===== src/include/rv_exec_params.svh =====
//==============================
// Integer execution unit sizing
// Data width and register file geometry
//==============================

`ifndef RV_EXEC_PARAMS_SVH
`define RV_EXEC_PARAMS_SVH

// Architectural data width
`define RV_XLEN 32

// Number of integer registers, x0 included
`define RV_REG_COUNT 32

// Bits needed to index one register
`define RV_REG_AW 5

`endif


===== src/hdl/rv_exec_pkg.sv =====
//==============================
// Integer execution unit types
// Opcodes, ALU operations, decode and retire records
//==============================

`include "rv_exec_params.svh"

package rv_exec_pkg;

    typedef logic [`RV_XLEN-1:0]   word_t;
    typedef logic [`RV_REG_AW-1:0] reg_addr_t;

    // Major opcodes handled by the unit, instr[6:0]
    typedef enum logic [6:0] {
        OPC_OP     = 7'b0110011,
        OPC_OP_IMM = 7'b0010011,
        OPC_LUI    = 7'b0110111,
        OPC_AUIPC  = 7'b0010111
    } opcode_e;

    // ALU operations, PASS_B forwards operand b untouched
    typedef enum logic [3:0] {
        ALU_ADD, ALU_SUB, ALU_SLL, ALU_SLT, ALU_SLTU, ALU_XOR,
        ALU_SRL, ALU_SRA, ALU_OR, ALU_AND, ALU_PASS_B
    } alu_op_e;

    // Decoder output, fanned out by the top level
    typedef struct packed {
        reg_addr_t rs1;
        reg_addr_t rs2;
        reg_addr_t rd;
        word_t     imm;
        alu_op_e   alu_op;
        logic      use_imm;     // Operand b from the immediate
        logic      use_pc;      // Operand a from the pc
        logic      rd_we;       // Never set for x0
        logic      illegal;
    } decoded_t;

    // One retired instruction
    typedef struct packed {
        reg_addr_t rd;
        word_t     result;
        logic      rd_we;
        logic      illegal;
        word_t     pc;
    } retire_t;

endpackage


===== src/hdl/reg_file.sv =====
//==============================
// Integer register file
// Two combinational reads, one clocked write, x0 reads zero
//==============================

`include "rv_exec_params.svh"

module reg_file (
    input  logic                   clk_i,
    input  logic                   rst_ni,

    // Write port driven from the result register
    input  logic                   write_en_i,
    input  rv_exec_pkg::reg_addr_t rd_addr_i,
    input  rv_exec_pkg::word_t     rd_data_i,

    // Read ports
    input  rv_exec_pkg::reg_addr_t rs1_addr_i,
    input  rv_exec_pkg::reg_addr_t rs2_addr_i,
    output rv_exec_pkg::word_t     rs1_data_o,
    output rv_exec_pkg::word_t     rs2_data_o
);

    // One storage word per architectural register
    rv_exec_pkg::word_t regs_q [`RV_REG_COUNT];

    //==============================
    // Write port
    //==============================
    // All registers come out of reset as zero
    // The decoder never requests a write to x0
    always_ff @(posedge clk_i or negedge rst_ni) begin
        if (!rst_ni) begin
            for (int i = 0; i < `RV_REG_COUNT; i++) begin
                regs_q[i] <= '0;
            end
        end else if (write_en_i) begin
            regs_q[rd_addr_i] <= rd_data_i;
        end
    end

    //==============================
    // Read ports
    //==============================
    // Reads see the array before this cycle's write lands
    // Index zero is forced to zero regardless of storage
    assign rs1_data_o = (rs1_addr_i == '0) ? '0 : regs_q[rs1_addr_i];
    assign rs2_data_o = (rs2_addr_i == '0) ? '0 : regs_q[rs2_addr_i];

endmodule


===== src/hdl/instr_decoder.sv =====
//==============================
// RV32I decoder for OP, OP-IMM, LUI and AUIPC
// Fields, immediate, ALU operation and legality
//==============================

module instr_decoder (
    input  rv_exec_pkg::word_t    instr_i,
    output rv_exec_pkg::decoded_t dec_o
);

    rv_exec_pkg::opcode_e opcode;
    logic [2:0]           funct3;
    logic [6:0]           funct7;
    rv_exec_pkg::word_t   imm_i_type;
    rv_exec_pkg::word_t   imm_u_type;
    logic                 illegal;

    // Raw fields
    assign opcode = rv_exec_pkg::opcode_e'(instr_i[6:0]);
    assign funct3 = instr_i[14:12];
    assign funct7 = instr_i[31:25];

    // Sign-extended I-type and upper U-type immediates
    assign imm_i_type = {{20{instr_i[31]}}, instr_i[31:20]};
    assign imm_u_type = {instr_i[31:12], 12'b0};

    //==============================
    // Opcode and function decode
    //==============================
    always_comb begin
        // Register fields are passed through for every format
        dec_o.rs1 = instr_i[19:15];
        dec_o.rs2 = instr_i[24:20];
        dec_o.rd  = instr_i[11:7];

        // Unknown words default to PASS_B of a zero immediate
        // so an illegal instruction retires with a zero result
        dec_o.imm     = '0;
        dec_o.alu_op  = rv_exec_pkg::ALU_PASS_B;
        dec_o.use_imm = 1'b1;
        dec_o.use_pc  = 1'b0;
        illegal       = 1'b0;

        case (opcode)
            rv_exec_pkg::OPC_OP, rv_exec_pkg::OPC_OP_IMM: begin
                dec_o.use_imm = (opcode == rv_exec_pkg::OPC_OP_IMM);
                dec_o.imm     = imm_i_type;
                case (funct3)
                    3'b000: begin
                        // SUB only exists in the register form
                        if (opcode == rv_exec_pkg::OPC_OP && funct7[5]) begin
                            dec_o.alu_op = rv_exec_pkg::ALU_SUB;
                        end else begin
                            dec_o.alu_op = rv_exec_pkg::ALU_ADD;
                        end
                    end
                    3'b001:  dec_o.alu_op = rv_exec_pkg::ALU_SLL;
                    3'b010:  dec_o.alu_op = rv_exec_pkg::ALU_SLT;
                    3'b011:  dec_o.alu_op = rv_exec_pkg::ALU_SLTU;
                    3'b100:  dec_o.alu_op = rv_exec_pkg::ALU_XOR;
                    3'b101: begin
                        dec_o.alu_op = funct7[5] ? rv_exec_pkg::ALU_SRA
                                                 : rv_exec_pkg::ALU_SRL;
                    end
                    3'b110:  dec_o.alu_op = rv_exec_pkg::ALU_OR;
                    default: dec_o.alu_op = rv_exec_pkg::ALU_AND;
                endcase

                // funct7 legality
                // OP: zero, or 0100000 on ADD/SUB and SRL/SRA
                // OP-IMM: only the shifts carry a funct7 field
                if (opcode == rv_exec_pkg::OPC_OP) begin
                    illegal = !((funct7 == 7'b0000000) ||
                                (funct7 == 7'b0100000 &&
                                 (funct3 == 3'b000 || funct3 == 3'b101)));
                end else if (funct3 == 3'b001) begin
                    illegal = (funct7 != 7'b0000000);
                end else if (funct3 == 3'b101) begin
                    illegal = (funct7 != 7'b0000000) && (funct7 != 7'b0100000);
                end
            end
            rv_exec_pkg::OPC_LUI: begin
                dec_o.imm = imm_u_type;
            end
            rv_exec_pkg::OPC_AUIPC: begin
                dec_o.imm    = imm_u_type;
                dec_o.alu_op = rv_exec_pkg::ALU_ADD;
                dec_o.use_pc = 1'b1;
            end
            default: begin
                illegal = 1'b1;
            end
        endcase

        // Keep the imm fallback at zero when the word is rejected
        if (illegal) begin
            dec_o.imm     = '0;
            dec_o.alu_op  = rv_exec_pkg::ALU_PASS_B;
            dec_o.use_imm = 1'b1;
            dec_o.use_pc  = 1'b0;
        end

        // No write for illegal words or x0
        dec_o.illegal = illegal;
        dec_o.rd_we   = !illegal && (instr_i[11:7] != '0);
    end

endmodule


===== src/hdl/int_alu.sv =====
//==============================
// Integer ALU
// Combinational RV32I arithmetic, logic, shifts and compares
//==============================

module int_alu (
    input  rv_exec_pkg::alu_op_e op_i,
    input  rv_exec_pkg::word_t   a_i,
    input  rv_exec_pkg::word_t   b_i,
    output rv_exec_pkg::word_t   result_o
);

    logic [4:0] shamt;
    logic       lt_signed;
    logic       lt_unsigned;

    // Shift amount from the low five bits of b
    assign shamt = b_i[4:0];

    // Compares shared by SLT and SLTU
    assign lt_signed   = ($signed(a_i) < $signed(b_i));
    assign lt_unsigned = (a_i < b_i);

    //==============================
    // Operation select
    //==============================
    always_comb begin
        case (op_i)
            rv_exec_pkg::ALU_ADD: begin
                result_o = a_i + b_i;
            end
            rv_exec_pkg::ALU_SUB: begin
                result_o = a_i - b_i;
            end
            rv_exec_pkg::ALU_SLL: begin
                result_o = a_i << shamt;
            end
            rv_exec_pkg::ALU_SLT: begin
                // Zero-extended flag
                result_o = rv_exec_pkg::word_t'(lt_signed);
            end
            rv_exec_pkg::ALU_SLTU: begin
                result_o = rv_exec_pkg::word_t'(lt_unsigned);
            end
            rv_exec_pkg::ALU_XOR:    result_o = a_i ^ b_i;
            rv_exec_pkg::ALU_SRL:    result_o = a_i >> shamt;
            rv_exec_pkg::ALU_SRA: begin
                // Arithmetic shift keeps the sign bit
                result_o = rv_exec_pkg::word_t'($signed(a_i) >>> shamt);
            end
            rv_exec_pkg::ALU_OR:     result_o = a_i | b_i;
            rv_exec_pkg::ALU_AND:    result_o = a_i & b_i;
            rv_exec_pkg::ALU_PASS_B: result_o = b_i;
            // Unused encodings
            default: begin
                result_o = '0;
            end
        endcase
    end

endmodule


===== src/hdl/writeback_bypass.sv =====
//==============================
// Result register with writeback and forwarding
// Drives the register file write port and the retire outputs
//==============================

module writeback_bypass (
    input  logic                   clk_i,
    input  logic                   rst_ni,

    // Instruction in execute this cycle
    input  logic                   valid_i,
    input  rv_exec_pkg::decoded_t  dec_i,
    input  rv_exec_pkg::word_t     pc_i,
    input  rv_exec_pkg::word_t     result_i,

    // Register file read data and forwarded operands
    input  rv_exec_pkg::word_t     rf_rs1_i,
    input  rv_exec_pkg::word_t     rf_rs2_i,
    output rv_exec_pkg::word_t     rs1_val_o,
    output rv_exec_pkg::word_t     rs2_val_o,

    // Register file write port
    output logic                   rf_we_o,
    output rv_exec_pkg::reg_addr_t rf_waddr_o,
    output rv_exec_pkg::word_t     rf_wdata_o,

    // Retirement
    output logic                   retire_valid_o,
    output rv_exec_pkg::retire_t   retire_o
);

    logic                 valid_q;
    rv_exec_pkg::retire_t wb_q;
    logic                 wb_write;

    //==============================
    // Result register
    //==============================
    // Valid bit is the only control state
    always_ff @(posedge clk_i or negedge rst_ni) begin
        if (!rst_ni) begin
            valid_q <= 1'b0;
        end else begin
            valid_q <= valid_i;
        end
    end

    // Payload loads only on an accepted strobe
    always_ff @(posedge clk_i) begin
        if (valid_i) begin
            wb_q.rd      <= dec_i.rd;
            wb_q.result  <= result_i;
            wb_q.rd_we   <= dec_i.rd_we;
            wb_q.illegal <= dec_i.illegal;
            wb_q.pc      <= pc_i;
        end
    end

    // A pending write commits at the end of the retire cycle
    assign wb_write   = valid_q && wb_q.rd_we;
    assign rf_we_o    = wb_write;
    assign rf_waddr_o = wb_q.rd;
    assign rf_wdata_o = wb_q.result;

    //==============================
    // Forwarding
    //==============================
    // The register file still holds the old value this cycle
    // rd is never x0 when wb_write is set, so x0 reads stay zero
    assign rs1_val_o = (wb_write && wb_q.rd == dec_i.rs1) ? wb_q.result : rf_rs1_i;
    assign rs2_val_o = (wb_write && wb_q.rd == dec_i.rs2) ? wb_q.result : rf_rs2_i;

    assign retire_valid_o = valid_q;
    assign retire_o       = wb_q;

endmodule


===== src/hdl/int_exec_unit.sv =====
//==============================
// RV32I integer execution unit
// Decode, read, execute, retire one instruction per strobe
//==============================

module int_exec_unit (
    input  logic                 clk_i,
    input  logic                 rst_ni,
    input  logic                 instr_valid_i,
    input  rv_exec_pkg::word_t   instr_i,
    output logic                 retire_valid_o,
    output rv_exec_pkg::retire_t retire_o
);

    rv_exec_pkg::word_t     pc_q;
    rv_exec_pkg::decoded_t  dec;
    rv_exec_pkg::word_t     rf_rs1;
    rv_exec_pkg::word_t     rf_rs2;
    rv_exec_pkg::word_t     rs1_val;
    rv_exec_pkg::word_t     rs2_val;
    rv_exec_pkg::word_t     alu_a;
    rv_exec_pkg::word_t     alu_b;
    rv_exec_pkg::word_t     alu_result;
    logic                   rf_we;
    rv_exec_pkg::reg_addr_t rf_waddr;
    rv_exec_pkg::word_t     rf_wdata;

    // Program counter, one word per accepted strobe
    always_ff @(posedge clk_i or negedge rst_ni) begin
        if (!rst_ni) begin
            pc_q <= '0;
        end else if (instr_valid_i) begin
            pc_q <= pc_q + rv_exec_pkg::word_t'(4);
        end
    end

    instr_decoder i_instr_decoder (
        .instr_i (instr_i),
        .dec_o   (dec)
    );

    reg_file i_reg_file (
        .clk_i      (clk_i),
        .rst_ni     (rst_ni),
        .write_en_i (rf_we),
        .rd_addr_i  (rf_waddr),
        .rd_data_i  (rf_wdata),
        .rs1_addr_i (dec.rs1),
        .rs2_addr_i (dec.rs2),
        .rs1_data_o (rf_rs1),
        .rs2_data_o (rf_rs2)
    );

    // Operand selects, pc for AUIPC and the immediate for I/U types
    assign alu_a = dec.use_pc  ? pc_q    : rs1_val;
    assign alu_b = dec.use_imm ? dec.imm : rs2_val;

    int_alu i_int_alu (
        .op_i     (dec.alu_op),
        .a_i      (alu_a),
        .b_i      (alu_b),
        .result_o (alu_result)
    );

    writeback_bypass i_writeback_bypass (
        .clk_i          (clk_i),
        .rst_ni         (rst_ni),
        .valid_i        (instr_valid_i),
        .dec_i          (dec),
        .pc_i           (pc_q),
        .result_i       (alu_result),
        .rf_rs1_i       (rf_rs1),
        .rf_rs2_i       (rf_rs2),
        .rs1_val_o      (rs1_val),
        .rs2_val_o      (rs2_val),
        .rf_we_o        (rf_we),
        .rf_waddr_o     (rf_waddr),
        .rf_wdata_o     (rf_wdata),
        .retire_valid_o (retire_valid_o),
        .retire_o       (retire_o)
    );

endmodule


===== config.mk =====
export PLATFORM = sky130hd
export DESIGN_NAME = int_exec_unit
export DESIGN_NICKNAME = d
export VERILOG_FILES = /design/src/hdl/rv_exec_pkg.sv /design/src/hdl/reg_file.sv /design/src/hdl/instr_decoder.sv /design/src/hdl/int_alu.sv /design/src/hdl/writeback_bypass.sv /design/src/hdl/int_exec_unit.sv
export VERILOG_INCLUDE_DIRS = /design/src /design/src/include
export SDC_FILE = /design/constraint.sdc
export NUM_CORES = 2
export LEC_CHECK = 0
export BUFFER_PORTS_ARGS = -buffer_cell sky130_fd_sc_hd__buf_2
export CAP_MARGIN = 20
export CORE_AREA = 2 2 345 347
export DETAILED_ROUTE_END_ITERATION = 10
export DIE_AREA = 0 0 347 349
export PLACE_DENSITY = 0.76
export RECOVER_POWER = 100
export SYNTH_ARGS = -nofsm -noshare
export SYNTH_HDL_FRONTEND = slang
export SYNTH_HIERARCHICAL = 1
export SYNTH_SLANG_ARGS = --single-unit

===== constraint.sdc =====
create_clock -name clk_i -period 12.25 [get_ports clk_i]
set_input_delay 1.225 -clock clk_i [delete_from_list [all_inputs] [get_ports clk_i]]
set_output_delay 1.225 -clock clk_i [all_outputs]
set_load 0.1 [all_outputs]

==> flow_summary.toml <==
[placement]
port-buffer-count = 106
finalWeightedCongestion = 1.05
dpl_worst_slack_ns = 3.97
placed_area_sq_um = 71100
hpwlAfterDp_mm = 156
dp_cells = 6749

[outcome]
status = "finished with violations"
violations = "capacitance limit, slew limit"

[grt]
first_global_vias = 52404
grt_max_degree = 177
antenna_found_initial = 9
grt_first_pass_wirelength_mm = 365
overflow = 0
grt_usage_pct = 41.3

[drt]
first_pass_iters = 6
num_vias = 52698
via_per_inst = 7.56
dr.first_iter.drc_count = 7457
ant_nets = 0
wirelength_mm = 251
wire_per_inst_um = 36.0
drcViolationCount = 0

[die]
die_h_um = 349
die_w_um = 347
core_area_sq_um = 117000
ios = 107
rows = 126
die-area_sq_um = 121000
start_util_pct = 59.6

[timing]
fin_hold_ws_ns = 0.510
fmax_ghz = 0.105
slew_headroom_pct = -361
rsz0062_at_grt = "false"
skew_ns = 0.0541
final-setup-viol-count = 0
tightest_slew_ns = 6.91
tns_ns = 0
finalHoldViolCount = 0
fin_crit_sh_pct = 77.7
worst_slack_ns = 2.73
report.final.slew_viol_count = 1432
fin_crit_ns = 9.52

[clock_tree]
clk_pin_slew_worst_paths_ns = 0.07
cts_sinks = 1126
clk_path_buf_depth = 3
cts_made_buffers = 117
cts_tree = "yes"
post_cts_buffers = 0
cts-root-buf = "clkbuf_16"
htree_levels = 3
cts_resized = 0
ctsHoldBuffers = 0
clock_latency_ns = 0.78

[critical_path]
cp-end-kind = "flip-flop"
required_ns = 12.78
cp.arrival_ns = 10.05
crit_type = "primary input to flip-flop"
critPathLaunchType = "primary input"
cp_max_fo = 37

[yosys]
yosysTopAreaCell = "dfrtp_1"
avgSynthCellArea_sq_um = 12.7
ys_top_cells_by_area = "dfrtp_1, mux2_2, mux4_2"
syn_area_sq_um = 70000
synth_warnings = 6
yosysMostFrequentCell = "mux2_2"
synthFlopType = "dfrtp_1"
ys_ff_latch = 1126
synth_top_cell_area_share_pct = 37.7
ys_seq_area_share_pct = 40.8
synth.distinct_cells = 100
synth_edf_count = 71
synth_common_cells = "mux2_2, dfrtp_1, mux4_2"
synthArstFlopShare_pct = 93.7
syn-instance-count = 5528

[cells_and_area]
fin_area_sq_um = 74800
area_growth_pct = 6.94
drive_above_1_share_pct = 37.4
nNetsFinal = 5470
final_core_util_pct = 63.7
fin_cells = 6970

[power_and_ir_drop]
powerDensity_nw_per_um2 = 147
leakage_nw = 33.3
ir_worst_vdd_v = 0.000136
total_power_mw = 11.0

[flow_run]
maxCapViolations = 40

[worst_hold_path]
hold_class = "flip-flop to flip-flop"
## cells in the final DEF (no fill, tap or decap), types with 23 or more instances in the layout
master | synthesis | final
nor2_1 | 204 | 188
ha_1 | 101 | 101
o221ai_1 | 37 | 37
o21ai_0 | 138 | 142
a22o_1 | 60 | 60
nand2_1 | 159 | 145
nor2b_1 | 72 | 68
nand3_1 | 47 | 46
nor3_1 | 65 | 64
mux2_4 | 60 | 61
nor4_1 | 46 | 47
mux2_2 | 1132 | 1128
clkbuf_16 | 0 | 118
a2111oi_0 | 26 | 26
clkbuf_1 | 283 | 138
buf_2 | 115 | 27
a22oi_1 | 114 | 114
dfrtp_1 | 1055 | 1055
a21o_1 | 26 | 26
a21oi_1 | 149 | 149
edfxtp_1 | 71 | 71
o211ai_1 | 29 | 29
o22ai_1 | 46 | 46
buf_4 | 83 | 117
clkbuf_8 | 0 | 23
a221oi_1 | 32 | 32
and3_1 | 26 | 26
inv_1 | 95 | 94
mux4_2 | 404 | 404
xnor2_1 | 25 | 25
a211oi_1 | 97 | 97
mux2i_1 | 344 | 344
## power breakdown
group | switching [mW] | total [mW] | internal, mW
logic | 1.33 | 2.45 | 1.12
clock network | 1.59 | 3.77 | 2.19
registers | 0.450 | 4.74 | 4.29
## final timing paths
path / start / to / slack [ns] / cells after the start
hold / removal: pc_q[31]$_DFFE_PN0P_ / pc_q[31]$_DFFE_PN0P_ / 0.51 / 1
setup / recovery: instr_i[6] / i_writeback_bypass/rf_wdata_o[24]$_DFFE_PP_ / 2.73 / 18
max in group asynchronous: rst_ni / i_reg_file/regs_q[798]$_DFFE_PN0P_ / 3.70 / 3
setup reg to reg: i_writeback_bypass/rf_waddr_o[4]$_DFFE_PP_ / i_writeback_bypass/rf_wdata_o[24]$_DFFE_PP_ / 4.90 / 18
min in group asynchronous: rst_ni / i_reg_file/regs_q[202]$_DFFE_PN0P_ / 3.08 / 1
hold reg to reg: pc_q[31]$_DFFE_PN0P_ / pc_q[31]$_DFFE_PN0P_ / 0.51 / 1
## per-layer routing
metal,GRT usage (%),vias to the layer above,share of wire [%]
met5,0,-,0.031
met4,22.5,12,6.5
met3,13.9,838,14
met2,57.6,3738,41
met1,56.7,27323,38
li1,-,20787,-
## state kept, by name, indices dropped and copies added, names as in the netlist
signal                             cells
pc_q                                  30
i_writeback_bypass/rf_waddr_o          5
i_writeback_bypass/rf_wdata_o         32
i_reg_file/regs_q                   1024
i_writeback_bypass/retire_o           34
i_writeback_bypass/retire_valid_o      1
## cells by family after synthesis
kind of cell	count (synthesis)	synth area share, %
AOI/OAI and AO/OA	903	9.18
buffers and inverters	679	4.66
and+or+nand+nor	725	5.28
other	1	0.00536
muxes	1949	37.7
xor gates and xnor gates	42	0.526
adders and majority gates	103	1.86
DFF	1126	40.8
## critical path, stage by stage
cell and delay, ns:
buf_2 0.09, nand2b_1 0.13, or3_1 0.68, nor2_1 0.88, nand3_1 1.37, mux2_1 1.81
ha_1 0.45, inv_1 0.08, fa_1 0.41, nand2b_1 0.19, a21oi_1 0.26, o21ai_0 0.26
o21ai_0 0.50, a31oi_1 0.36, o31ai_1 0.55, a41oi_1 0.23, xnor2_1 0.17, a221o_1 0.34
## area by class of cell
cell class | instances | area, sq um
fillers | 8811 | 42600
repair buffers | 267 | 1620
well taps | 1536 | 1920
clock inverters | 48 | 661
inverters | 96 | 360
diodes | 5 | 12.5
clock buffers | 168 | 3370
flip-flops and latches | 1126 | 28500
multi-input cells | 3724 | 38400
Note: power is estimated with default switching activity, not from simulation.
